**config.mk**
```make
export PLATFORM = sky130hd
export DESIGN_NAME = xy_motion_top
export DESIGN_NICKNAME = d
export VERILOG_FILES = /design/src/design/motion_pkg.sv /design/src/design/move_fifo.sv /design/src/design/move_planner.sv /design/src/design/step_rate_gen.sv /design/src/design/xy_motion_top.sv /design/src/design/xy_stepper.sv
export SDC_FILE = /design/constraint.sdc
export NUM_CORES = 1
export LEC_CHECK = 0
export BUFFER_PORTS_ARGS = -buffer_cell sky130_fd_sc_hd__buf_2
export CAP_MARGIN = 20
export CORE_MARGIN = 2
export CORE_UTILIZATION = 40
export CTS_BUF_LIST = sky130_fd_sc_hd__clkbuf_2
export CTS_CLUSTER_DIAMETER = 60
export DETAILED_ROUTE_END_ITERATION = 7
export PLACE_DENSITY = 0.68
export REMOVE_ABC_BUFFERS = 1
export SKIP_CTS_REPAIR_TIMING = 1
export SLEW_MARGIN = 20
export SYNTH_ARGS = -nofsm -noshare
export SYNTH_HDL_FRONTEND = slang
export SYNTH_SLANG_ARGS = --single-unit
```
**constraint.sdc**
```tcl
create_clock -name clk -period 3 [get_ports clk]
set_input_delay 0.15 -clock clk [delete_from_list [all_inputs] [get_ports clk]]
set_output_delay 0.15 -clock clk [all_outputs]
set_load 0.05 [all_outputs]
```
**src/design/motion_pkg.sv**
```systemverilog
package motion_pkg;

	// Signed absolute coordinate width.
	localparam int COORD_BITS = 12;

	// One extra bit so any difference of two coordinates fits.
	localparam int DELTA_BITS = COORD_BITS + 1;

	// Moves buffered between planner and stepper.
	localparam int FIFO_DEPTH = 4;

	// Clocks per step-rate tick.
	localparam int STEP_DIV = 3;

	// Absolute target point from the host.
	typedef struct packed {
		logic signed [COORD_BITS-1:0] x;
		logic signed [COORD_BITS-1:0] y;
	} point_t;

	// Relative move, one signed delta per axis.
	typedef struct packed {
		logic signed [DELTA_BITS-1:0] dx;
		logic signed [DELTA_BITS-1:0] dy;
	} move_t;

endpackage : motion_pkg

```
**src/design/move_fifo.sv**
```systemverilog
module move_fifo #(
	parameter type T     = logic,
	parameter int  DEPTH = 4
) (
	input  logic clk,
	input  logic reset,
	input  T     in_data,
	input  logic in_valid,
	output logic in_ready,
	output T     out_data,
	output logic out_valid,
	input  logic out_ready
);

	T                           mem [DEPTH];
	logic [$clog2(DEPTH)-1:0]   wr_ptr;
	logic [$clog2(DEPTH)-1:0]   rd_ptr;
	logic [$clog2(DEPTH+1)-1:0] count;
	logic                       full;
	logic                       empty;
	logic                       wr_en;
	logic                       rd_en;

	assign full  = (count == ($clog2(DEPTH+1))'(DEPTH));
	assign empty = (count == '0);

	assign in_ready  = !full || out_ready; // A full FIFO takes a write while it is read.
	assign out_valid = !empty;
	assign out_data  = mem[rd_ptr]; // Head entry.

	assign wr_en = in_valid && in_ready;
	assign rd_en = out_valid && out_ready;

	// Payload storage.
	always_ff @(posedge clk) begin
		if (wr_en) begin
			mem[wr_ptr] <= in_data;
		end
	end

	always_ff @(posedge clk) begin
		if (reset) begin
			wr_ptr <= '0;
			rd_ptr <= '0;
			count  <= '0;
		end
		else begin
			if (wr_en) begin
				// Wrap for any depth, not only powers of two.
				if (wr_ptr == ($clog2(DEPTH))'(DEPTH - 1))
					wr_ptr <= '0;
				else
					wr_ptr <= wr_ptr + 1'b1;
			end
			if (rd_en) begin
				if (rd_ptr == ($clog2(DEPTH))'(DEPTH - 1))
					rd_ptr <= '0;
				else
					rd_ptr <= rd_ptr + 1'b1;
			end
			case ({wr_en, rd_en})
				2'b10:   count <= count + 1'b1;
				2'b01:   count <= count - 1'b1;
				default: count <= count; // Idle or both sides move.
			endcase
		end
	end

endmodule : move_fifo

```
**src/design/move_planner.sv**
```systemverilog
module move_planner (
	input  logic                clk,
	input  logic                reset,
	input  motion_pkg::point_t  target,
	input  logic                target_valid,
	output logic                target_ready,
	output motion_pkg::move_t   plan_move,
	output logic                plan_valid,
	input  logic                plan_ready
);

	motion_pkg::point_t pos; // Commanded position.
	logic               accept;
	logic               drain;
	motion_pkg::move_t  next_move;

	// Sign extend both operands before subtracting.
	function automatic logic signed [motion_pkg::DELTA_BITS-1:0] delta(
		input logic signed [motion_pkg::COORD_BITS-1:0] to,
		input logic signed [motion_pkg::COORD_BITS-1:0] from
	);
		logic signed [motion_pkg::DELTA_BITS-1:0] to_ext;
		logic signed [motion_pkg::DELTA_BITS-1:0] from_ext;
		to_ext   = {to[motion_pkg::COORD_BITS-1], to};
		from_ext = {from[motion_pkg::COORD_BITS-1], from};
		return to_ext - from_ext;
	endfunction

	assign drain        = plan_valid && plan_ready;
	assign target_ready = !plan_valid || plan_ready; // Stage empty or emptying.
	assign accept       = target_valid && target_ready;

	assign next_move.dx = delta(target.x, pos.x);
	assign next_move.dy = delta(target.y, pos.y);

	// Output stage payload.
	always_ff @(posedge clk) begin
		if (accept) begin
			plan_move <= next_move;
		end
	end

	always_ff @(posedge clk) begin
		if (reset) begin
			pos        <= '0;
			plan_valid <= 1'b0;
		end
		else begin
			if (accept) begin
				pos        <= target;
				plan_valid <= 1'b1;
			end
			else if (drain) begin
				plan_valid <= 1'b0;
			end
		end
	end

endmodule : move_planner

```
**src/design/step_rate_gen.sv**
```systemverilog
module step_rate_gen (
	input  logic clk,
	input  logic reset,
	output logic step_en
);

	logic [$clog2(motion_pkg::STEP_DIV)-1:0] div_cnt;
	logic                                    wrap;

	// Last count of the period.
	assign wrap = (div_cnt == $clog2(motion_pkg::STEP_DIV)'(motion_pkg::STEP_DIV - 1));

	always_ff @(posedge clk) begin
		if (reset) begin
			div_cnt <= '0;
		end
		else if (wrap) begin
			div_cnt <= '0;
		end
		else begin
			div_cnt <= div_cnt + 1'b1;
		end
	end

	assign step_en = wrap; // One clock per STEP_DIV clocks.

endmodule : step_rate_gen

```
**src/design/xy_motion_top.sv**
```systemverilog
module xy_motion_top (
	input  logic               clk,
	input  logic               reset,
	input  motion_pkg::point_t target,
	input  logic               target_valid,
	output logic               target_ready,
	output logic               step_x,
	output logic               dir_x,
	output logic               step_y,
	output logic               dir_y,
	output logic               idle
);

	motion_pkg::move_t plan_move;
	logic              plan_valid;
	logic              plan_ready;
	motion_pkg::move_t fifo_move;
	logic              fifo_valid;
	logic              fifo_ready;
	logic              step_en;
	logic              busy;

	step_rate_gen u_rate (
		.clk     (clk),
		.reset   (reset),
		.step_en (step_en)
	);

	move_planner u_planner (
		.clk          (clk),
		.reset        (reset),
		.target       (target),
		.target_valid (target_valid),
		.target_ready (target_ready),
		.plan_move    (plan_move),
		.plan_valid   (plan_valid),
		.plan_ready   (plan_ready)
	);

	move_fifo #(
		.T     (motion_pkg::move_t),
		.DEPTH (motion_pkg::FIFO_DEPTH)
	) u_fifo (
		.clk       (clk),
		.reset     (reset),
		.in_data   (plan_move),
		.in_valid  (plan_valid),
		.in_ready  (plan_ready),
		.out_data  (fifo_move),
		.out_valid (fifo_valid),
		.out_ready (fifo_ready)
	);

	xy_stepper u_stepper (
		.clk        (clk),
		.reset      (reset),
		.step_en    (step_en),
		.move       (fifo_move),
		.move_valid (fifo_valid),
		.move_ready (fifo_ready),
		.step_x     (step_x),
		.dir_x      (dir_x),
		.step_y     (step_y),
		.dir_y      (dir_y),
		.busy       (busy)
	);

	// Nothing planned, nothing queued, nothing stepping.
	assign idle = !plan_valid && !fifo_valid && !busy;

endmodule : xy_motion_top

```
**src/design/xy_stepper.sv**
```systemverilog
module xy_stepper (
	input  logic              clk,
	input  logic              reset,
	input  logic              step_en,
	input  motion_pkg::move_t move,
	input  logic              move_valid,
	output logic              move_ready,
	output logic              step_x,
	output logic              dir_x,
	output logic              step_y,
	output logic              dir_y,
	output logic              busy
);

	logic [motion_pkg::DELTA_BITS-2:0] cnt_x; // Steps left on x.
	logic [motion_pkg::DELTA_BITS-2:0] cnt_y;
	logic [motion_pkg::DELTA_BITS-2:0] mag_x;
	logic [motion_pkg::DELTA_BITS-2:0] mag_y;
	logic                              phase; // High half of the step period.
	logic                              accept;
	logic                              zero_x;
	logic                              zero_y;
	logic                              last_x;
	logic                              last_y;

	// Magnitude of a signed delta.
	function automatic logic [motion_pkg::DELTA_BITS-2:0] magnitude(
		input logic signed [motion_pkg::DELTA_BITS-1:0] d
	);
		logic [motion_pkg::DELTA_BITS-1:0] neg;
		neg = -d;
		if (d[motion_pkg::DELTA_BITS-1])
			return neg[motion_pkg::DELTA_BITS-2:0];
		else
			return d[motion_pkg::DELTA_BITS-2:0];
	endfunction

	assign mag_x = magnitude(move.dx);
	assign mag_y = magnitude(move.dy);

	assign move_ready = !busy && step_en;
	assign accept     = move_valid && move_ready;

	assign zero_x = (cnt_x == '0);
	assign zero_y = (cnt_y == '0);
	assign last_x = (cnt_x <= (motion_pkg::DELTA_BITS-1)'(1));
	assign last_y = (cnt_y <= (motion_pkg::DELTA_BITS-1)'(1));

	// A spent axis stays low.
	assign step_x = phase && !zero_x;
	assign step_y = phase && !zero_y;

	always_ff @(posedge clk) begin
		if (reset) begin
			busy  <= 1'b0;
			phase <= 1'b0;
			cnt_x <= '0;
			cnt_y <= '0;
			dir_x <= 1'b0;
			dir_y <= 1'b0;
		end
		else if (step_en) begin
			if (accept) begin
				busy  <= 1'b1;
				phase <= 1'b0;
				cnt_x <= mag_x;
				cnt_y <= mag_y;
				dir_x <= !move.dx[motion_pkg::DELTA_BITS-1]; // High is positive.
				dir_y <= !move.dy[motion_pkg::DELTA_BITS-1];
			end
			else if (busy) begin
				if (zero_x && zero_y) begin
					busy <= 1'b0; // Zero move ends on the next tick.
				end
				else begin
					phase <= !phase;
					// Falling phase spends one step per active axis.
					if (phase) begin
						if (!zero_x)
							cnt_x <= cnt_x - 1'b1;
						if (!zero_y)
							cnt_y <= cnt_y - 1'b1;
						if (last_x && last_y)
							busy <= 1'b0;
					end
				end
			end
		end
	end

endmodule : xy_stepper

```
==> metrics.md <==
| Metric | Value |
|---|---|
| Clock H-tree levels | 4 |
| Final max-slew violation count | 0 |
| Largest net degree at the start of global routing | 50 |
| Most frequent cells in the layout | sky130_fd_sc_hd__edfxtp_1 (130), sky130_fd_sc_hd__nand2_1 (74), sky130_fd_sc_hd__dfxtp_1 (63) |
| Count of distinct cell types in the synthesized netlist | 61 |
| Initial core utilization | 0.406 |
| RSZ-0062 raised after global routing | no |
| Core area | 22500 um2 |
| Post-synthesis share of cell area spent on and, or, nand and nor gates | 0.117 |
| Most common cell after layout, fill and taps aside | sky130_fd_sc_hd__edfxtp_1 |
| Total of warnings raised by yosys | 0 |
| Peak Freq | 372 MHz |
| Wire length of the first global-routing pass | 25.9 mm |
| Compound-cell area share of the yosys netlist | 0.0919 |
| Actual slew at the worst max-slew pin | 0.910 ns |
| Number of iterations in the first detailed-routing pass | 4 |
| Total placed instance area | 9660 um2 |
| Kind of path behind the tightest hold check | in2reg |
| Clock transition time at the flip-flop clock pins of the worst setup and hold paths | 0.26 ns |
| Switching Fraction | 0.263 |
| Share of synthesized cell area in full adder, half adder and majority cells | 0.0600 |
| Reg2reg setup slack | 0.31 ns |
| Cell leakage power | 0.00358 uW |
| Sequential power share | 0.603 |
| Start point of the worst min-delay path | target[5] |
| Hold Crit Endpoint | u_planner.pos[5]$_SDFFE_PP0P_ |
| Post-placement cell count | 1072 |
| CTS Buffer Depth | 2 |
| Element type at the critical path start | flip-flop |
| Syn_area_per_cell | 12.0 um2 |
| Run status | finished, final reports clean |
| WL/cell | 13.8 um |
| Clock network latency to the later pin of the worst-skew pair | 0.73 ns |
| Count of flip-flops with a built-in enable after synthesis | 130 |
| Highest ir drop seen on vdd | 0.000286 V |
| Non-filler instance count after layout | 1132 |
| Total power per unit cell area | 514 nW/um2 |
| Fraction of final layout cells sized beyond drive strength 1 | 0.126 |
| Parity-gate share of the synthesized area counting xor and xnor cells | 0.0547 |
| Critical R2R Capture | u_stepper.cnt_y[6]$_SDFFE_PP0P_ |
| Global route overflow | 0 |
| Root Buffer Master | sky130_fd_sc_hd__clkbuf_2 |
| Type of the worst setup path | reg2reg |
| Skew final | 0.0377 ns |
| Clock network power share | 0.247 |
| Die outline height | 155 um |
| Drt via density | 5.02 |
| # DRC | 0 |
| Crit path DAT | 3.35 ns |
| Largest family of logic cells by synthesized area | simple AND/OR/NAND/NOR gates |
| Gate count of the mapped netlist | 763 |
| Leading cell types by total area after synthesis | sky130_fd_sc_hd__edfxtp_1 (43%), sky130_fd_sc_hd__dfxtp_1 (14%), sky130_fd_sc_hd__ha_1 (5.3%), sky130_fd_sc_hd__mux4_2 (4.7%), sky130_fd_sc_hd__xnor2_1 (3.5%) |
| Area enclosed by the die boundary | 24100 um2 |
| Worst Hold Path Cells | 4 |
| Overall via count from detail_route | 5679 |
| I/O pin total | 33 |
| Cell Int Power | 3860 uW |
| Clock tree from TritonCTS | done |
| Time the final worst path needs with I/O delays and setup | 2.69 ns |
| Setup TNS | 0 ns |
| Combinational share of power | 0.150 |
| Register area share after synthesis | 0.568 |
| Total Wirelength | 15.6 mm |
| Post-Syn Area | 9130 um2 |
| Antenna violations before repair | 1 |
| Violation count after the first detailed-route iteration | 290 |
| Total of endpoints with negative setup slack in the final report | 0 |
| Clock sink count | 194 |
| CP max FO | 12 |
| Utilization after layout | 0.452 |
| Data required time of the critical path | 3.66 ns |
| Total CTS buffers | 17 |
| Prevailing post-synth register cell | sky130_fd_sc_hd__edfxtp_1 |
| Headroom to the max-slew limit | 0.393 |
| FFs w/ async S/R, synth | 0 |
| Layout Nets | 902 |
| Reg2Reg Depth | 8 |
| Final design area excluding fillers | 10200 um2 |
| Final period utilization | 0.897 |
| Fraction of synthesized area in multiplexers | 0.0715 |
| Number of nets with antenna violations after detailed routing | 0 |
| #FFs+latches synth | 194 |
| Max capacitance violation total | 0 |
| Placer congestion estimate | 0.793 |
| Worst setup EP type | flip-flop |
| Half-perimeter wire length of the detailed placement result | 10.7 mm |
| Reported net switching power | 1380 uW |
| Number of I/O port buffers | 32 |
| Std-Cell Rows | 55 |
| Chip Width | 155 um |
| Number of global-route vias before repair | 5358 |
| Layout area overhead | 11.5% |
| Most area-hungry cell type in the Yosys netlist | sky130_fd_sc_hd__edfxtp_1 |
| Final hold viol count | 0 |
| Share of Yosys cell area claimed by the top area cell type | 0.427 |
| Global-route usage over all layers | 0.134 |
[worst max-delay path, stage by stage (launching register included)]
cell                       delay, ns
sky130_fd_sc_hd__dfxtp_2        0.60
sky130_fd_sc_hd__mux4_1         0.70
sky130_fd_sc_hd__inv_1          0.09
sky130_fd_sc_hd__ha_1           0.15
sky130_fd_sc_hd__nor3b_1        0.49
sky130_fd_sc_hd__a21oi_1        0.17
sky130_fd_sc_hd__xnor2_1        0.16
sky130_fd_sc_hd__nor2_1         0.06
sky130_fd_sc_hd__a211oi_1       0.23
[cell type report]
| cell class | instances | area (um2) |
|---|---|---|
| clock inverters | 15 | 165 |
| inverters | 60 | 225 |
| diodes | 1 | 2.50 |
| well taps | 285 | 357 |
| fillers | 2037 | 12300 |
| clock buffers | 17 | 85.1 |
| flip-flops and latches | 194 | 5190 |
| repair buffers | 75 | 551 |
| multi-input cells | 485 | 3610 |
[per-layer routing]
metal  global-route usage  part of all wire  wire [um]
met1                0.170              0.47       7340
met2                0.231              0.49       7690
met3               0.0276             0.024        380
met4               0.0397             0.010        160
met5                    0                 0          0
[sequential cells by signal, summed over array words and instances, names as in the netlist, named ones only]
signal,flops
u_fifo.mem,104
u_planner.plan_move,26
u_planner.pos,24
u_stepper.cnt_x,12
u_stepper.cnt_y,12
u_fifo.count,3
u_fifo.rd_ptr,2
u_fifo.wr_ptr,2
u_rate.div_cnt,2
u_planner.plan_valid,1
u_stepper.busy,1
u_stepper.dir_x,1
u_stepper.dir_y,1
u_stepper.phase,1
[cell families (layout without fill, tap and decap cells)]
logic type,after synthesis,count (layout)
other,0,1
flip-flops,194,194
buffers and inverters,84,167
AO/OA/AOI/OAI,132,132
multiplexers,33,33
AND/OR/NAND/NOR,221,221
adder cells (fa/ha/maj),42,42
XOR/XNOR,57,57
[power by group through the flow]
stage / sequential [uW] / combinational (uW) / clock, uW
after floorplan: 3190 / 570 / 0
after global placement: 3200 / 752 / 0
after detailed placement: 3210 / 765 / 0
after CTS: 3160 / 768 / 1360
after global routing: 3180 / 889 / 1440
final: 3150 / 786 / 1290
[cell usage after synthesis, types with 8 or more instances]
cell type / instances
sky130_fd_sc_hd__xor2_1: 20
sky130_fd_sc_hd__nand3_1: 8
sky130_fd_sc_hd__clkbuf_1: 17
sky130_fd_sc_hd__and3_1: 8
sky130_fd_sc_hd__dfxtp_1: 64
sky130_fd_sc_hd__inv_1: 59
sky130_fd_sc_hd__nor3_1: 21
sky130_fd_sc_hd__a211oi_1: 23
sky130_fd_sc_hd__mux4_2: 19
sky130_fd_sc_hd__ha_1: 39
sky130_fd_sc_hd__edfxtp_1: 130
sky130_fd_sc_hd__nor2_1: 54
sky130_fd_sc_hd__o21ai_0: 13
sky130_fd_sc_hd__xnor2_1: 37
sky130_fd_sc_hd__nor2b_1: 11
sky130_fd_sc_hd__a21oi_1: 54
sky130_fd_sc_hd__nand2_1: 74
[metrics by stage]
stage               setup slack (ns)  power (uW)  hold WS, ns
global route                  0.0980        5510       0.0907
global placement               0.402        3950        0.403
floorplan                     -0.181        3760        0.219
finish                         0.309        5230        0.173
CTS                            0.280        5280       -0.469
detailed placement             0.323        3980        0.405
[worst max path at each step]
| stage | to | from | slack [ns] | cells after the start |
|---|---|---|---|---|
| final | u_stepper.cnt_y[6]$_SDFFE_PP0P_ | flip-flop | 0.31 | 8 |
| after global routing | u_planner.pos[6]$_SDFFE_PP0P_ | u_rate.div_cnt[0]$_SDFF_PP0_ | 0.1 | 10 |
| after CTS | u_stepper.cnt_y[6]$_SDFFE_PP0P_ | flip-flop | 0.28 | 8 |
| after detailed placement | u_stepper.cnt_y[6]$_SDFFE_PP0P_ | flip-flop | 0.32 | 8 |
| after global placement | u_stepper.cnt_y[10]$_SDFFE_PP0P_ | flip-flop | 0.40 | 8 |
| after floorplan | u_fifo.count[2]$_SDFFE_PP0P_ | u_rate.div_cnt[0]$_SDFF_PP0_ | -0.18 | 11 |
Note: power is estimated with default switching activity, not from simulation.
